<file path="config.mk">
export PLATFORM = sky130hd
export DESIGN_NAME = qerv_top
export DESIGN_NICKNAME = d
export VERILOG_FILES = /design/src/rtl/qerv_isa_pkg.sv /design/src/rtl/qerv_core_pkg.sv /design/src/rtl/qerv_alu.sv /design/src/rtl/qerv_decode.sv /design/src/rtl/qerv_fetch.sv /design/src/rtl/qerv_regfile.sv /design/src/rtl/qerv_state.sv /design/src/rtl/qerv_store.sv /design/src/rtl/qerv_top.sv
export SDC_FILE = /design/constraint.sdc
export NUM_CORES = 2
export LEC_CHECK = 0
export CORE_MARGIN = 5
export CORE_UTILIZATION = 64
export CTS_CLUSTER_DIAMETER = 200
export DETAILED_ROUTE_END_ITERATION = 8
export DONT_BUFFER_PORTS = 1
export GPL_ROUTABILITY_DRIVEN = 0
export PLACE_DENSITY_LB_ADDON = 0.1
export SYNTH_ARGS = -nofsm -noshare
export SYNTH_HDL_FRONTEND = slang
export SYNTH_SLANG_ARGS = --single-unit
</file>
<file path="constraint.sdc">
create_clock -name clk -period 6.75 [get_ports clk]
set_input_delay 0.3375 -clock clk [delete_from_list [all_inputs] [get_ports clk]]
set_output_delay 0.3375 -clock clk [all_outputs]
set_load 0.01 [all_outputs]
</file>
<file path="src/rtl/qerv_isa_pkg.sv">
package qerv_isa_pkg;

   // Register and address width
   localparam int XLEN = 32;

   typedef logic [XLEN-1:0] word_t;

   // Major opcodes handled by the core
   typedef enum logic [6:0] {
      OP     = 7'b0110011,
      OP_IMM = 7'b0010011,
      LUI    = 7'b0110111,
      BRANCH = 7'b1100011,
      STORE  = 7'b0100011
   } opcode_e;

   // ALU group
   localparam logic [2:0] F3_ADD_SUB = 3'b000;
   localparam logic [2:0] F3_XOR     = 3'b100;
   localparam logic [2:0] F3_OR      = 3'b110;
   localparam logic [2:0] F3_AND     = 3'b111;

   // Branch group
   localparam logic [2:0] F3_BEQ = 3'b000;
   localparam logic [2:0] F3_BNE = 3'b001;

   // Store group, word only
   localparam logic [2:0] F3_SW = 3'b010;

endpackage

</file>
<file path="src/rtl/qerv_core_pkg.sv">
package qerv_core_pkg;

   import qerv_isa_pkg::*;

   // Nibble-serial datapath
   localparam int W       = 4;
   localparam int NIBBLES = XLEN / W;

   localparam word_t RESET_PC = '0;

   typedef logic [W-1:0] nibble_t;
   typedef logic [2:0]   cnt_t;
   typedef logic [4:0]   reg_addr_t;

   typedef enum logic [2:0] {
      ADD,
      SUB,
      AND,
      OR,
      XOR,
      PASS_IMM
   } alu_op_e;

   typedef enum logic [1:0] {
      S_FETCH,
      S_DECODE,
      S_EXEC,
      S_STORE
   } core_state_e;

   // Control held from decode until the next instruction
   typedef struct packed {
      alu_op_e   alu_op;
      logic      op_b_imm;
      logic      rd_en;
      logic      is_branch;
      logic      branch_ne;
      logic      is_store;
      reg_addr_t rd;
      reg_addr_t rs1;
      reg_addr_t rs2;
      word_t     imm;
   } decode_t;

endpackage

</file>
<file path="src/rtl/qerv_alu.sv">
`timescale 1ns/1ps
`default_nettype none

module qerv_alu
   import qerv_core_pkg::*;
(
   input  logic    clk,
   input  logic    i_arst_n,
   input  logic    i_exec_en,
   input  cnt_t    i_cnt,
   input  decode_t i_ctrl,
   input  nibble_t i_rs1,
   input  nibble_t i_rs2,
   output nibble_t o_result,
   output logic    o_branch_taken
);

   nibble_t    op_b;
   nibble_t    op_b_add;
   logic       is_sub;
   logic       first;
   logic       carry_in;
   logic       carry_q;
   logic       eq_in;
   logic       eq_q;
   logic       eq_now;
   logic [W:0] sum;

   assign first = (i_cnt == '0);
   assign op_b  = i_ctrl.op_b_imm ? i_ctrl.imm[i_cnt*W +: W] : i_rs2;

   // Subtract as rs1 + ~b + 1, the +1 enters on step 0
   assign is_sub   = (i_ctrl.alu_op == SUB);
   assign op_b_add = is_sub ? ~op_b : op_b;
   assign carry_in = first ? is_sub : carry_q;
   assign sum      = {1'b0, i_rs1} + {1'b0, op_b_add} + {{W{1'b0}}, carry_in};

   assign eq_in  = first ? 1'b1 : eq_q;
   assign eq_now = eq_in & (i_rs1 == i_rs2);

   always_ff @(posedge clk or negedge i_arst_n) begin
      if (!i_arst_n) begin
         carry_q <= 1'b0;
         eq_q    <= 1'b0;
      end else if (i_exec_en) begin
         carry_q <= sum[W];
         eq_q    <= eq_now;
      end
   end

   always_comb begin
      case (i_ctrl.alu_op)
         ADD, SUB: o_result = sum[W-1:0];
         AND:      o_result = i_rs1 & op_b;
         OR:       o_result = i_rs1 | op_b;
         XOR:      o_result = i_rs1 ^ op_b;
         PASS_IMM: o_result = op_b;
         default:  o_result = '0;
      endcase
   end

   // Only meaningful on the last step
   assign o_branch_taken = i_ctrl.is_branch & (eq_now ^ i_ctrl.branch_ne);

endmodule

`default_nettype wire

</file>
<file path="src/rtl/qerv_decode.sv">
`timescale 1ns/1ps
`default_nettype none

module qerv_decode
   import qerv_isa_pkg::*;
   import qerv_core_pkg::*;
(
   input  logic    clk,
   input  logic    i_arst_n,
   input  word_t   i_instr,
   input  logic    i_instr_valid,
   output decode_t o_ctrl
);

   decode_t    ctrl_d;
   logic [2:0] funct3;

   assign funct3 = i_instr[14:12];

   always_comb begin
      ctrl_d     = '0;
      ctrl_d.rd  = i_instr[11:7];
      ctrl_d.rs1 = i_instr[19:15];
      ctrl_d.rs2 = i_instr[24:20];
      case (opcode_e'(i_instr[6:0]))
         OP: begin
            ctrl_d.rd_en = 1'b1;
            case (funct3)
               F3_ADD_SUB: ctrl_d.alu_op = i_instr[30] ? SUB : ADD;
               F3_XOR:     ctrl_d.alu_op = XOR;
               F3_OR:      ctrl_d.alu_op = OR;
               F3_AND:     ctrl_d.alu_op = AND;
               default:    ctrl_d.rd_en  = 1'b0;
            endcase
         end
         OP_IMM: begin
            ctrl_d.rd_en    = 1'b1;
            ctrl_d.op_b_imm = 1'b1;
            ctrl_d.imm      = {{20{i_instr[31]}}, i_instr[31:20]};
            case (funct3)
               F3_ADD_SUB: ctrl_d.alu_op = ADD;
               F3_XOR:     ctrl_d.alu_op = XOR;
               F3_OR:      ctrl_d.alu_op = OR;
               F3_AND:     ctrl_d.alu_op = AND;
               default:    ctrl_d.rd_en  = 1'b0;
            endcase
         end
         LUI: begin
            ctrl_d.rd_en    = 1'b1;
            ctrl_d.op_b_imm = 1'b1;
            ctrl_d.alu_op   = PASS_IMM;
            ctrl_d.imm      = {i_instr[31:12], 12'b0};
         end
         BRANCH: begin
            ctrl_d.is_branch = (funct3 == F3_BEQ) || (funct3 == F3_BNE);
            ctrl_d.branch_ne = (funct3 == F3_BNE);
            ctrl_d.alu_op    = SUB;
            ctrl_d.imm       = {{19{i_instr[31]}}, i_instr[31], i_instr[7],
                                i_instr[30:25], i_instr[11:8], 1'b0};
         end
         STORE: begin
            // Address is rs1 plus offset through the adder
            ctrl_d.is_store = (funct3 == F3_SW);
            ctrl_d.op_b_imm = 1'b1;
            ctrl_d.alu_op   = ADD;
            ctrl_d.imm      = {{20{i_instr[31]}}, i_instr[31:25], i_instr[11:7]};
         end
         default: ;
      endcase
      if (ctrl_d.rd == '0) begin
         ctrl_d.rd_en = 1'b0;
      end
   end

   always_ff @(posedge clk or negedge i_arst_n) begin
      if (!i_arst_n) begin
         o_ctrl <= '0;
      end else if (i_instr_valid) begin
         o_ctrl <= ctrl_d;
      end
   end

endmodule

`default_nettype wire

</file>
<file path="src/rtl/qerv_fetch.sv">
`timescale 1ns/1ps
`default_nettype none

module qerv_fetch
   import qerv_isa_pkg::*;
   import qerv_core_pkg::*;
(
   input  logic  clk,
   input  logic  i_arst_n,
   input  logic  i_fetch_en,
   input  logic  i_pc_update,
   input  logic  i_branch_taken,
   input  word_t i_imm,
   input  word_t i_ibus_rdt,
   input  logic  i_ibus_ack,
   output logic  o_ibus_cyc,
   output word_t o_ibus_adr,
   output word_t o_instr,
   output logic  o_instr_valid
);

   word_t pc;

   always_ff @(posedge clk or negedge i_arst_n) begin
      if (!i_arst_n) begin
         pc            <= RESET_PC;
         o_ibus_cyc    <= 1'b0;
         o_instr_valid <= 1'b0;
      end else begin
         // Bus cycle ends on ack, next one waits for a new fetch phase
         if (o_ibus_cyc && i_ibus_ack) begin
            o_ibus_cyc <= 1'b0;
         end else if (i_fetch_en) begin
            o_ibus_cyc <= 1'b1;
         end
         o_instr_valid <= o_ibus_cyc & i_ibus_ack;
         if (i_pc_update) begin
            pc <= pc + (i_branch_taken ? i_imm : word_t'(4));
         end
      end
   end

   always_ff @(posedge clk) begin
      if (o_ibus_cyc && i_ibus_ack) begin
         o_instr <= i_ibus_rdt;
      end
   end

   assign o_ibus_adr = pc;

endmodule

`default_nettype wire

</file>
<file path="src/rtl/qerv_regfile.sv">
`timescale 1ns/1ps
`default_nettype none

module qerv_regfile
   import qerv_isa_pkg::*;
   import qerv_core_pkg::*;
(
   input  logic      clk,
   input  logic      i_arst_n,
   input  cnt_t      i_cnt,
   input  logic      i_wen,
   input  reg_addr_t i_rd,
   input  reg_addr_t i_rs1,
   input  reg_addr_t i_rs2,
   input  nibble_t   i_wdata,
   output nibble_t   o_rs1,
   output nibble_t   o_rs2
);

   localparam int NREGS = 2 ** $bits(reg_addr_t);

   word_t regs [NREGS];

   // One nibble per step, x0 is never written
   always_ff @(posedge clk or negedge i_arst_n) begin
      if (!i_arst_n) begin
         for (int i = 0; i < NREGS; i++) begin
            regs[i] <= '0;
         end
      end else if (i_wen && (i_rd != '0)) begin
         regs[i_rd][i_cnt*W +: W] <= i_wdata;
      end
   end

   assign o_rs1 = (i_rs1 == '0) ? '0 : regs[i_rs1][i_cnt*W +: W];
   assign o_rs2 = (i_rs2 == '0) ? '0 : regs[i_rs2][i_cnt*W +: W];

endmodule

`default_nettype wire

</file>
<file path="src/rtl/qerv_state.sv">
`timescale 1ns/1ps
`default_nettype none

module qerv_state
   import qerv_core_pkg::*;
(
   input  logic        clk,
   input  logic        i_arst_n,
   input  logic        i_ibus_ack,
   input  logic        i_dbus_ack,
   input  logic        i_is_store,
   output core_state_e o_state,
   output cnt_t        o_cnt,
   output logic        o_exec_en,
   output logic        o_last,
   output logic        o_pc_update,
   output logic        o_store_start
);

   always_ff @(posedge clk or negedge i_arst_n) begin
      if (!i_arst_n) begin
         o_state <= S_FETCH;
         o_cnt   <= '0;
      end else begin
         case (o_state)
            S_FETCH: begin
               if (i_ibus_ack) begin
                  o_state <= S_DECODE;
               end
            end
            S_DECODE: o_state <= S_EXEC;
            S_EXEC: begin
               // Counter wraps back to 0 after the last nibble
               o_cnt <= o_cnt + cnt_t'(1);
               if (o_last) begin
                  o_state <= i_is_store ? S_STORE : S_FETCH;
               end
            end
            S_STORE: begin
               if (i_dbus_ack) begin
                  o_state <= S_FETCH;
               end
            end
            default: o_state <= S_FETCH;
         endcase
      end
   end

   assign o_exec_en     = (o_state == S_EXEC);
   assign o_last        = o_exec_en && (o_cnt == cnt_t'(NIBBLES - 1));
   assign o_pc_update   = o_last;
   assign o_store_start = o_last & i_is_store;

endmodule

`default_nettype wire

</file>
<file path="src/rtl/qerv_store.sv">
`timescale 1ns/1ps
`default_nettype none

module qerv_store
   import qerv_isa_pkg::*;
   import qerv_core_pkg::*;
(
   input  logic    clk,
   input  logic    i_arst_n,
   input  logic    i_exec_en,
   input  logic    i_is_store,
   input  logic    i_store_start,
   input  nibble_t i_addr_nib,
   input  nibble_t i_data_nib,
   input  logic    i_dbus_ack,
   output logic    o_dbus_cyc,
   output word_t   o_dbus_adr,
   output word_t   o_dbus_dat
);

   // LSB nibble first, so after 8 shifts nibble 0 sits at the bottom
   always_ff @(posedge clk) begin
      if (i_exec_en && i_is_store) begin
         o_dbus_adr <= {i_addr_nib, o_dbus_adr[XLEN-1:W]};
         o_dbus_dat <= {i_data_nib, o_dbus_dat[XLEN-1:W]};
      end
   end

   always_ff @(posedge clk or negedge i_arst_n) begin
      if (!i_arst_n) begin
         o_dbus_cyc <= 1'b0;
      end else if (o_dbus_cyc && i_dbus_ack) begin
         o_dbus_cyc <= 1'b0;
      end else if (i_store_start) begin
         o_dbus_cyc <= 1'b1;
      end
   end

endmodule

`default_nettype wire

</file>
<file path="src/rtl/qerv_top.sv">
`timescale 1ns/1ps
`default_nettype none

module qerv_top
   import qerv_isa_pkg::*;
   import qerv_core_pkg::*;
(
   input  logic  clk,
   input  logic  i_arst_n,
   input  word_t i_ibus_rdt,
   input  logic  i_ibus_ack,
   input  logic  i_dbus_ack,
   output logic  o_ibus_cyc,
   output word_t o_ibus_adr,
   output logic  o_dbus_cyc,
   output word_t o_dbus_adr,
   output word_t o_dbus_dat
);

   core_state_e state;
   cnt_t        cnt;
   logic        exec_en;
   logic        pc_update;
   logic        store_start;
   logic        fetch_en;
   word_t       instr;
   logic        instr_valid;
   decode_t     ctrl;
   nibble_t     rs1;
   nibble_t     rs2;
   nibble_t     result;
   logic        branch_taken;
   logic        rf_wen;

   assign fetch_en = (state == S_FETCH);
   assign rf_wen   = exec_en & ctrl.rd_en;

   // Input side
   qerv_fetch u_fetch (
      .clk            (clk),
      .i_arst_n       (i_arst_n),
      .i_fetch_en     (fetch_en),
      .i_pc_update    (pc_update),
      .i_branch_taken (branch_taken),
      .i_imm          (ctrl.imm),
      .i_ibus_rdt     (i_ibus_rdt),
      .i_ibus_ack     (i_ibus_ack),
      .o_ibus_cyc     (o_ibus_cyc),
      .o_ibus_adr     (o_ibus_adr),
      .o_instr        (instr),
      .o_instr_valid  (instr_valid)
   );

   qerv_decode u_decode (
      .clk           (clk),
      .i_arst_n      (i_arst_n),
      .i_instr       (instr),
      .i_instr_valid (instr_valid),
      .o_ctrl        (ctrl)
   );

   // Processing
   qerv_state u_state (
      .clk           (clk),
      .i_arst_n      (i_arst_n),
      .i_ibus_ack    (i_ibus_ack),
      .i_dbus_ack    (i_dbus_ack),
      .i_is_store    (ctrl.is_store),
      .o_state       (state),
      .o_cnt         (cnt),
      .o_exec_en     (exec_en),
      .o_last        (),
      .o_pc_update   (pc_update),
      .o_store_start (store_start)
   );

   qerv_regfile u_regfile (
      .clk      (clk),
      .i_arst_n (i_arst_n),
      .i_cnt    (cnt),
      .i_wen    (rf_wen),
      .i_rd     (ctrl.rd),
      .i_rs1    (ctrl.rs1),
      .i_rs2    (ctrl.rs2),
      .i_wdata  (result),
      .o_rs1    (rs1),
      .o_rs2    (rs2)
   );

   qerv_alu u_alu (
      .clk            (clk),
      .i_arst_n       (i_arst_n),
      .i_exec_en      (exec_en),
      .i_cnt          (cnt),
      .i_ctrl         (ctrl),
      .i_rs1          (rs1),
      .i_rs2          (rs2),
      .o_result       (result),
      .o_branch_taken (branch_taken)
   );

   // Output side
   qerv_store u_store (
      .clk           (clk),
      .i_arst_n      (i_arst_n),
      .i_exec_en     (exec_en),
      .i_is_store    (ctrl.is_store),
      .i_store_start (store_start),
      .i_addr_nib    (result),
      .i_data_nib    (rs2),
      .i_dbus_ack    (i_dbus_ack),
      .o_dbus_cyc    (o_dbus_cyc),
      .o_dbus_adr    (o_dbus_adr),
      .o_dbus_dat    (o_dbus_dat)
   );

endmodule

`default_nettype wire

</file>
# Word level (Yosys, flattened, before mapping)
# Cells that the tools add are included.
[totals] regBits=1217 in_bits=36 out_inout_bits=98 elab_cells=162
[op_classes] addsub=5 n_lt_le_gt_ge=4 eq_ne=23 shifts=5 mux=37 bitwise=13 reduce_logical=22
[ops] op="bitwise mux 1024 bit" count=1
[ops] op="binary-select mux 32 bit (select 5 bit)" count=2
[ops] op="two-way mux 32 bit" count=6
[ops] op="demux 32 bit (select 5 bit)" count=1
[ops] op="one-hot mux 32 bit (4 select lines)" count=1
[ops] op="variable part select 32 x 6 -> 4 bit" count=3
[ops] op="negator 5 -> 34 bit" count=1
[ops] op="variable shift 4 x 34 -> 32 bit (first input constant)" count=1
[ops] op="variable part select 4 x 34 -> 32 bit" count=1
[ops] op="adder 32 bit" count=1
[ops] op="one-hot mux 3 bit (4 select lines)" count=2
[ops] op="equality test 7 x 6 -> 1 bit (second input constant)" count=3
[ops] op="one-hot mux 4 bit (5 select lines)" count=1
[ops] op="equality test 3 bit (second input constant)" count=6
[ops] op="greater-or-equal comparator 6 bit (second input constant)" count=3
[ops] op="inverter 5 -> 6 bit" count=3
[ops] op="two-way mux 4 bit" count=4
[ops] op="logical NOT 5 bit" count=3
[ops] op="two-way mux 1 bit" count=11
[ops] op="two-way mux 2 bit" count=5
[ops] op="equality test 3 x 2 -> 1 bit (second input constant)" count=3
[ops] op="logical NOT 3 bit" count=3
[ops] op="one-hot mux 3 bit (3 select lines)" count=1
[ops] op="one-hot mux 2 bit (4 select lines)" count=1
[ops] op="28 further kinds" count=42

# Logic depth before layout (Yosys ltp)
[logic_depth] word_depth=14 depth_mapped=33 mapped_depth_nobuf=26

# Cells and area by module
# A second synthesis with hierarchy kept.
[hier_totals] hier_cells=5352 area_unflattened_um2=64272.9
[by_module_without_submodules] module="qerv_regfile" n_inst=1 cells_each=4552 area_per_inst_um2=54503.5 seq_area_each_um2=25624.6
[by_module_without_submodules] module="qerv_fetch" n_inst=1 cells_each=405 area_per_inst_um2=4187.8 seq_area_each_um2=1811.7
[by_module_without_submodules] module="qerv_decode" n_inst=1 cells_each=190 area_per_inst_um2=2348.5 seq_area_each_um2=1376.3
[by_module_without_submodules] module="qerv_store" n_inst=1 cells_each=68 area_per_inst_um2=1966.9 seq_area_each_um2=1946.9
[by_module_without_submodules] module="qerv_alu" n_inst=1 cells_each=112 area_per_inst_um2=972.2 seq_area_each_um2=50.0
[by_module_without_submodules] module="qerv_state" n_inst=1 cells_each=23 area_per_inst_um2=284.0 seq_area_each_um2=125.1
[by_module_without_submodules] module="qerv_top" n_inst=1 cells_each=2 area_per_inst_um2=10.0 seq_area_each_um2=0.0

# Least setup slack after synthesis
# Ideal clock, no wire load.
[synth_path] kind="reg2reg" from="reg u_decode.o_ctrl[37] in the netlist's numbering" to="reg u_fetch.pc[24] (netlist: u_fetch.o_ibus_adr[24])" setup_ns=0.095 t_arrival_ns=6.130 required_ns=6.655 setup_slack_ns=0.525 stages_incl_launch_ff=31 path_buffers=5 period_less_slack_ns=6.225 cell_sequence="dfrtp_1 > buf_2 > buf_4 > buf_2 > buf_2 > mux4_2 > a221oi_1 > o22ai_1 > o21ai_0 > o21a_1 > o22ai_1 > xor2_1 > nor4_4 > xnor2_1 > clkbuf_1 > and3_1 > ha_1 > inv_1 > fa_1 > nor2b_1 > o21ai_0 > a21boi_0 > o21a_1 > o21ai_0 > a21o_1 > a211oi_1 > o2111ai_1 > a21boi_0 > o21ai_0 > nor3b_1 > o31ai_1"
[synth_via] elab_chain_len=12 word_cells_on_any_way=13 cone_classes="add/sub (1); eq/ne (1); shift (1); mux (5); bitwise (4); reduce/logical (1)"
[synth_rtl] item="start: declaration" line="qerv_decode.sv:12" text="output decode_t o_ctrl"
[synth_rtl] item="start signal: assignment" line="qerv_decode.sv:79" text="o_ctrl <= ctrl_d;"
[synth_rtl] item="inverter 5 -> 6 bit (not written as such)" line="qerv_regfile.sv:35" text="assign o_rs1 = (i_rs1 == '0) ? '0 : regs[i_rs1][i_cnt*W +: W];"
[synth_rtl] item="binary-select mux 32 bit (select 5 bit)" line="qerv_regfile.sv:35"
[synth_rtl] item="two-way mux 32 bit (not written as such) (2 in series)" line="qerv_regfile.sv:35"
[synth_rtl] item="variable part select 32 x 6 -> 4 bit" line="qerv_regfile.sv:35"
[synth_rtl] item="two-way mux 4 bit (*)" line="qerv_regfile.sv:35"
[synth_rtl] item="equality test 4 bit (*)" line="qerv_alu.sv:39" text="assign eq_now = eq_in & (i_rs1 == i_rs2);"
[synth_rtl] item="AND 1 bit (*)" line="qerv_alu.sv:39"
[synth_rtl] item="XOR 1 bit (*)" line="qerv_alu.sv:63" text="assign o_branch_taken = i_ctrl.is_branch & (eq_now ^ i_ctrl.branch_ne);"
[synth_rtl] item="AND 1 bit (*)" line="qerv_alu.sv:63"
[synth_rtl] item="two-way mux 32 bit (*)" line="qerv_fetch.sv:38" text="pc <= pc + (i_branch_taken ? i_imm : word_t'(4));"
[synth_rtl] item="adder 32 bit (*)" line="qerv_fetch.sv:38"
[synth_rtl] item="end signal: assignment" line="qerv_fetch.sv:38"
[synth_rtl] item="end: declaration" line="qerv_fetch.sv:22" text="word_t pc;"
# Mark *: on every way between the ends. The rest lies on a longest branch, timed or not. The select of a mux whose other input is x is not followed.
# A chain may end at the register's enable or synchronous reset.

# Final worst setup path
[layout_path] from="reg u_state.o_cnt[2]" to="reg u_fetch.pc[31] (netlist: u_fetch.o_ibus_adr[31])"
[layout_via] elab_chain_len=8 word_cells_on_any_way=14 cone_classes="add/sub (1); eq/ne (2); shift (2); mux (4); bitwise (3); reduce/logical (2)"
[layout_rtl] item="start: declaration" line="qerv_state.sv:13" text="output cnt_t o_cnt,"
[layout_rtl] item="start signal: assignment" line="qerv_state.sv:34" text="o_cnt <= o_cnt + cnt_t'(1);"
[layout_rtl] item="variable part select 32 x 6 -> 4 bit, on equally long branches" line="qerv_regfile.sv:35, qerv_regfile.sv:36"
[layout_rtl] item="two-way mux 4 bit, on equally long branches" line="qerv_regfile.sv:35, qerv_regfile.sv:36"
[layout_rtl] item="equality test 4 bit" line="qerv_alu.sv:39"
[layout_rtl] item="AND 1 bit" line="qerv_alu.sv:39"
[layout_rtl] item="XOR 1 bit" line="qerv_alu.sv:63"
[layout_rtl] item="AND 1 bit" line="qerv_alu.sv:63"
[layout_rtl] item="two-way mux 32 bit" line="qerv_fetch.sv:38"
[layout_rtl] item="adder 32 bit" line="qerv_fetch.sv:38"
# Parallel ways exist; a longest one is shown, timed or not.

==> impl_metrics.json <==
{
  "crit_path_frequent_cell": "buf_4",
  "crit_fanout": 28,
  "finalWorstSetupSlack_ps": -228,
  "syn_inst": 5482,
  "final_common_cell": "dfrtp_1",
  "worstSkewPairLatency_ps": 780,
  "clk_pin_slew_ps": 60,
  "timing.rr.end": "u_fetch.o_ibus_adr[31]",
  "fin_skew_ps": 34.3,
  "hold_viol_final": 0,
  "syn_nets": 5570,
  "cts-root-buf": "clkbuf_16",
  "startpoint_type": "flop",
  "utilization": 0.739,
  "ys_async_sr_fraction": 0.921,
  "period_minus_slack_ps": 6980,
  "hold_path_end": "u_fetch.o_instr_valid",
  "fp.dieH_um": 324,
  "cts_buffers": 132,
  "yosysSeqAreaShare": 0.491,
  "reg2reg_depth": 26,
  "numPortBuffers": 0,
  "critPathSlowestCell": "nand3_1",
  "end_kind": "flop",
  "ys_types": 81,
  "crit_family": "compound AO/OA/AOI/OAI gates",
  "post-place-ws_ps": -884,
  "rrSetupSlack_ps": -230,
  "hp-start": "i_ibus_ack",
  "gr-total-overflow": 0,
  "ys_ff_latch": 1217,
  "tightest_slew_ps": 1340,
  "violations": "negative setup slack",
  "rsz0062_at_grt": "yes",
  "cpPeakStageDelay_ps": 640,
  "vdd_ir_drop_max_mv": 0.752,
  "initial_core_util": 0.643,
  "critical_path_buf_inv_count": 5,
  "h-tree-depth": 4,
  "drv_slew": 0,
  "fin_crit_sh": 1.03,
  "rows": 115,
  "hpwl_um": 148000,
  "tritoncts": "done",
  "rr_startpoint": "u_state.o_cnt[2]",
  "ys_warn_count": 0,
  "wire_per_inst_um": 30.0,
  "synthFlopType": "dfrtp_1",
  "ant_nets": 0,
  "grt_usage": 0.406,
  "first_pass_iters": 7,
  "hold_path.class": "in2reg",
  "grt_pass1_vias": 49100,
  "cts_buffer_depth": 3,
  "cp.required_ps": 7390,
  "drc": 0,
  "netlist_area_um2": 63000,
  "setup_viol": 7,
  "cap_violations": 0,
  "cp.depth": 26,
  "grt_pass1_wl_um": 316000,
  "power_density_nw_per_um2": 401,
  "area_delta_synth_final_pct": 14.9,
  "pin_count": 134,
  "die-area_um2": 105000,
  "cts.sinks": 1217,
  "vias": 50000,
  "whs_path_depth": 2,
  "antenna_found_initial": 12,
  "dieWidth_um": 324,
  "wl_um": 213000,
  "avgSynthCellArea_um2": 11.5,
  "fmax_ghz": 0.143,
  "fin_nets": 5772,
  "drtIter0Drc": 6429,
  "slew_headroom": 0.102,
  "critical_path_class": "reg2reg",
  "outcome": "finished, violations left",
  "grt_start_max_net_pins": 257,
  "p_leak_nw": 30.5,
  "final_cell_mix": "dfrtp_1, nand2_1, o21ai_0, mux4_2, buf_4",
  "vias_per_cell": 7.06,
  "drive_gt1_frac": 0.259,
  "synth-edff-count": 96,
  "coreArea_um2": 98000,
  "arrival_ps": 7610
}
## metal layers
metal,wire [µm],global-route usage,share of wire
met2,92600,0.587,0.44
met1,74900,0.529,0.35
met5,93,0,0.00044
met3,28100,0.140,0.13
met4,17000,0.268,0.080
## worst register-to-register path: stages, from the launching register on
cell	delay [ps]
dfrtp_1	630
clkinv_1	600
nand3_1	640
a211o_1	240
o22ai_1	120
a211oi_2	390
buf_4	200
a31oi_1	180
xnor2_2	280
o21ai_2	110
nor4_4	360
buf_4	230
xnor2_4	90
buf_6	170
and3_1	190
ha_1	340
buf_4	140
nand2b_1	70
a21boi_2	210
o311ai_4	140
o211a_4	270
o221ai_4	160
a41oi_2	170
a2111o_1	470
and3b_1	180
mux2i_1	170
xnor2_1	90
## cell usage after synthesis, types with 72 or more instances
master / instances / area share
a21oi_1: 236 / 0.019
a22oi_1: 86 / 0.010
buf_2: 72 / 0.0057
clkbuf_1: 215 / 0.013
dfrtp_1: 1121 / 0.45
edfxtp_1: 96 / 0.046
mux2_2: 226 / 0.040
mux2i_1: 128 / 0.020
mux4_2: 488 / 0.17
nand2_1: 1010 / 0.060
nor2_1: 290 / 0.017
o21ai_0: 765 / 0.061
## cell families (layout without fill, tap and decap cells)
kind of cell / Yosys count / count (layout) / synth area share
and+or+nand+nor: 1545 / 1545 / 0.102
DFF: 1217 / 1217 / 0.491
muxes: 842 / 842 / 0.235
other: 0 / 5 / 0
buffers and inverters: 441 / 754 / 0.0334
xor gates and xnor gates: 33 / 33 / 0.00459
AOI/OAI and AO/OA: 1352 / 1352 / 0.123
adders and majority gates: 52 / 52 / 0.0107
## state kept, by name (all words and copies together), names as in the netlist
signal                 cells
u_store.o_dbus_cyc         1
u_store.o_dbus_adr        32
u_state.o_state            2
u_regfile.regs          1024
u_fetch.o_ibus_cyc         1
u_alu.eq_q                 1
u_store.o_dbus_dat        32
u_fetch.o_instr           32
u_fetch.o_ibus_adr        32
u_fetch.o_instr_valid      1
u_state.o_cnt              3
u_decode.o_ctrl           55
u_alu.carry_q              1
## what timing repair did
item	CTS	global route
gates resized for setup	52	72
gates cloned	1	0
hold endpoints to repair	242	0
buffers inserted	19	13
hold buffers	36	0
pin swaps	6	42
setup endpoints to repair	229	57
## power by group
part / internal, mW / switching [mW]
combinational: 4.10 / 9.15
sequential: 7.65 / 0.421
clock: 4.53 / 3.17
## through the flow
stage	setup TNS (ps)	power, mW	cells	area [µm²]	hold slack, ps
final	-1020	29.0	7087	72400	124
after global routing	-1930	29.7	7082	72400	119
after CTS	0	28.3	7070	71900	73.1
after detailed placement	-38660	20.4	6769	66400	44.6
after global placement	-27900	20.3	6769	66400	45.2
after floorplan	0	15.3	5482	63000	41.9
## worst max-delay path by stage
stage / slack, ps / to / startpoint
5_1_grt: -300 / u_fetch.o_ibus_adr[28] / u_decode.o_ctrl[32]
2_1_floorplan: 520 / u_fetch.o_ibus_adr[24] / u_decode.o_ctrl[37]
3_3_place_gp: -820 / u_fetch.o_ibus_adr[24] / u_decode.o_ctrl[32]
6_report: -230 / u_fetch.o_ibus_adr[31] / u_state.o_cnt[2]
3_5_place_dp: -880 / u_fetch.o_ibus_adr[24] / u_decode.o_ctrl[32]
4_1_cts: 4 / u_fetch.o_ibus_adr[31] / u_decode.o_ctrl[32]
## layout make-up
cell class / instances / area (µm²)
Tap cell: 1287 / 1610
Timing Repair Buffer: 456 / 4370
Inverter: 53 / 199
Multi-Input combinational cell: 3824 / 30600
Clock buffer: 187 / 3860
Sequential cell: 1217 / 31000
Antenna cell: 5 / 12.5
Fill cell: 6413 / 25600
Clock inverter: 58 / 788
(Power assumes the default switching activity.)
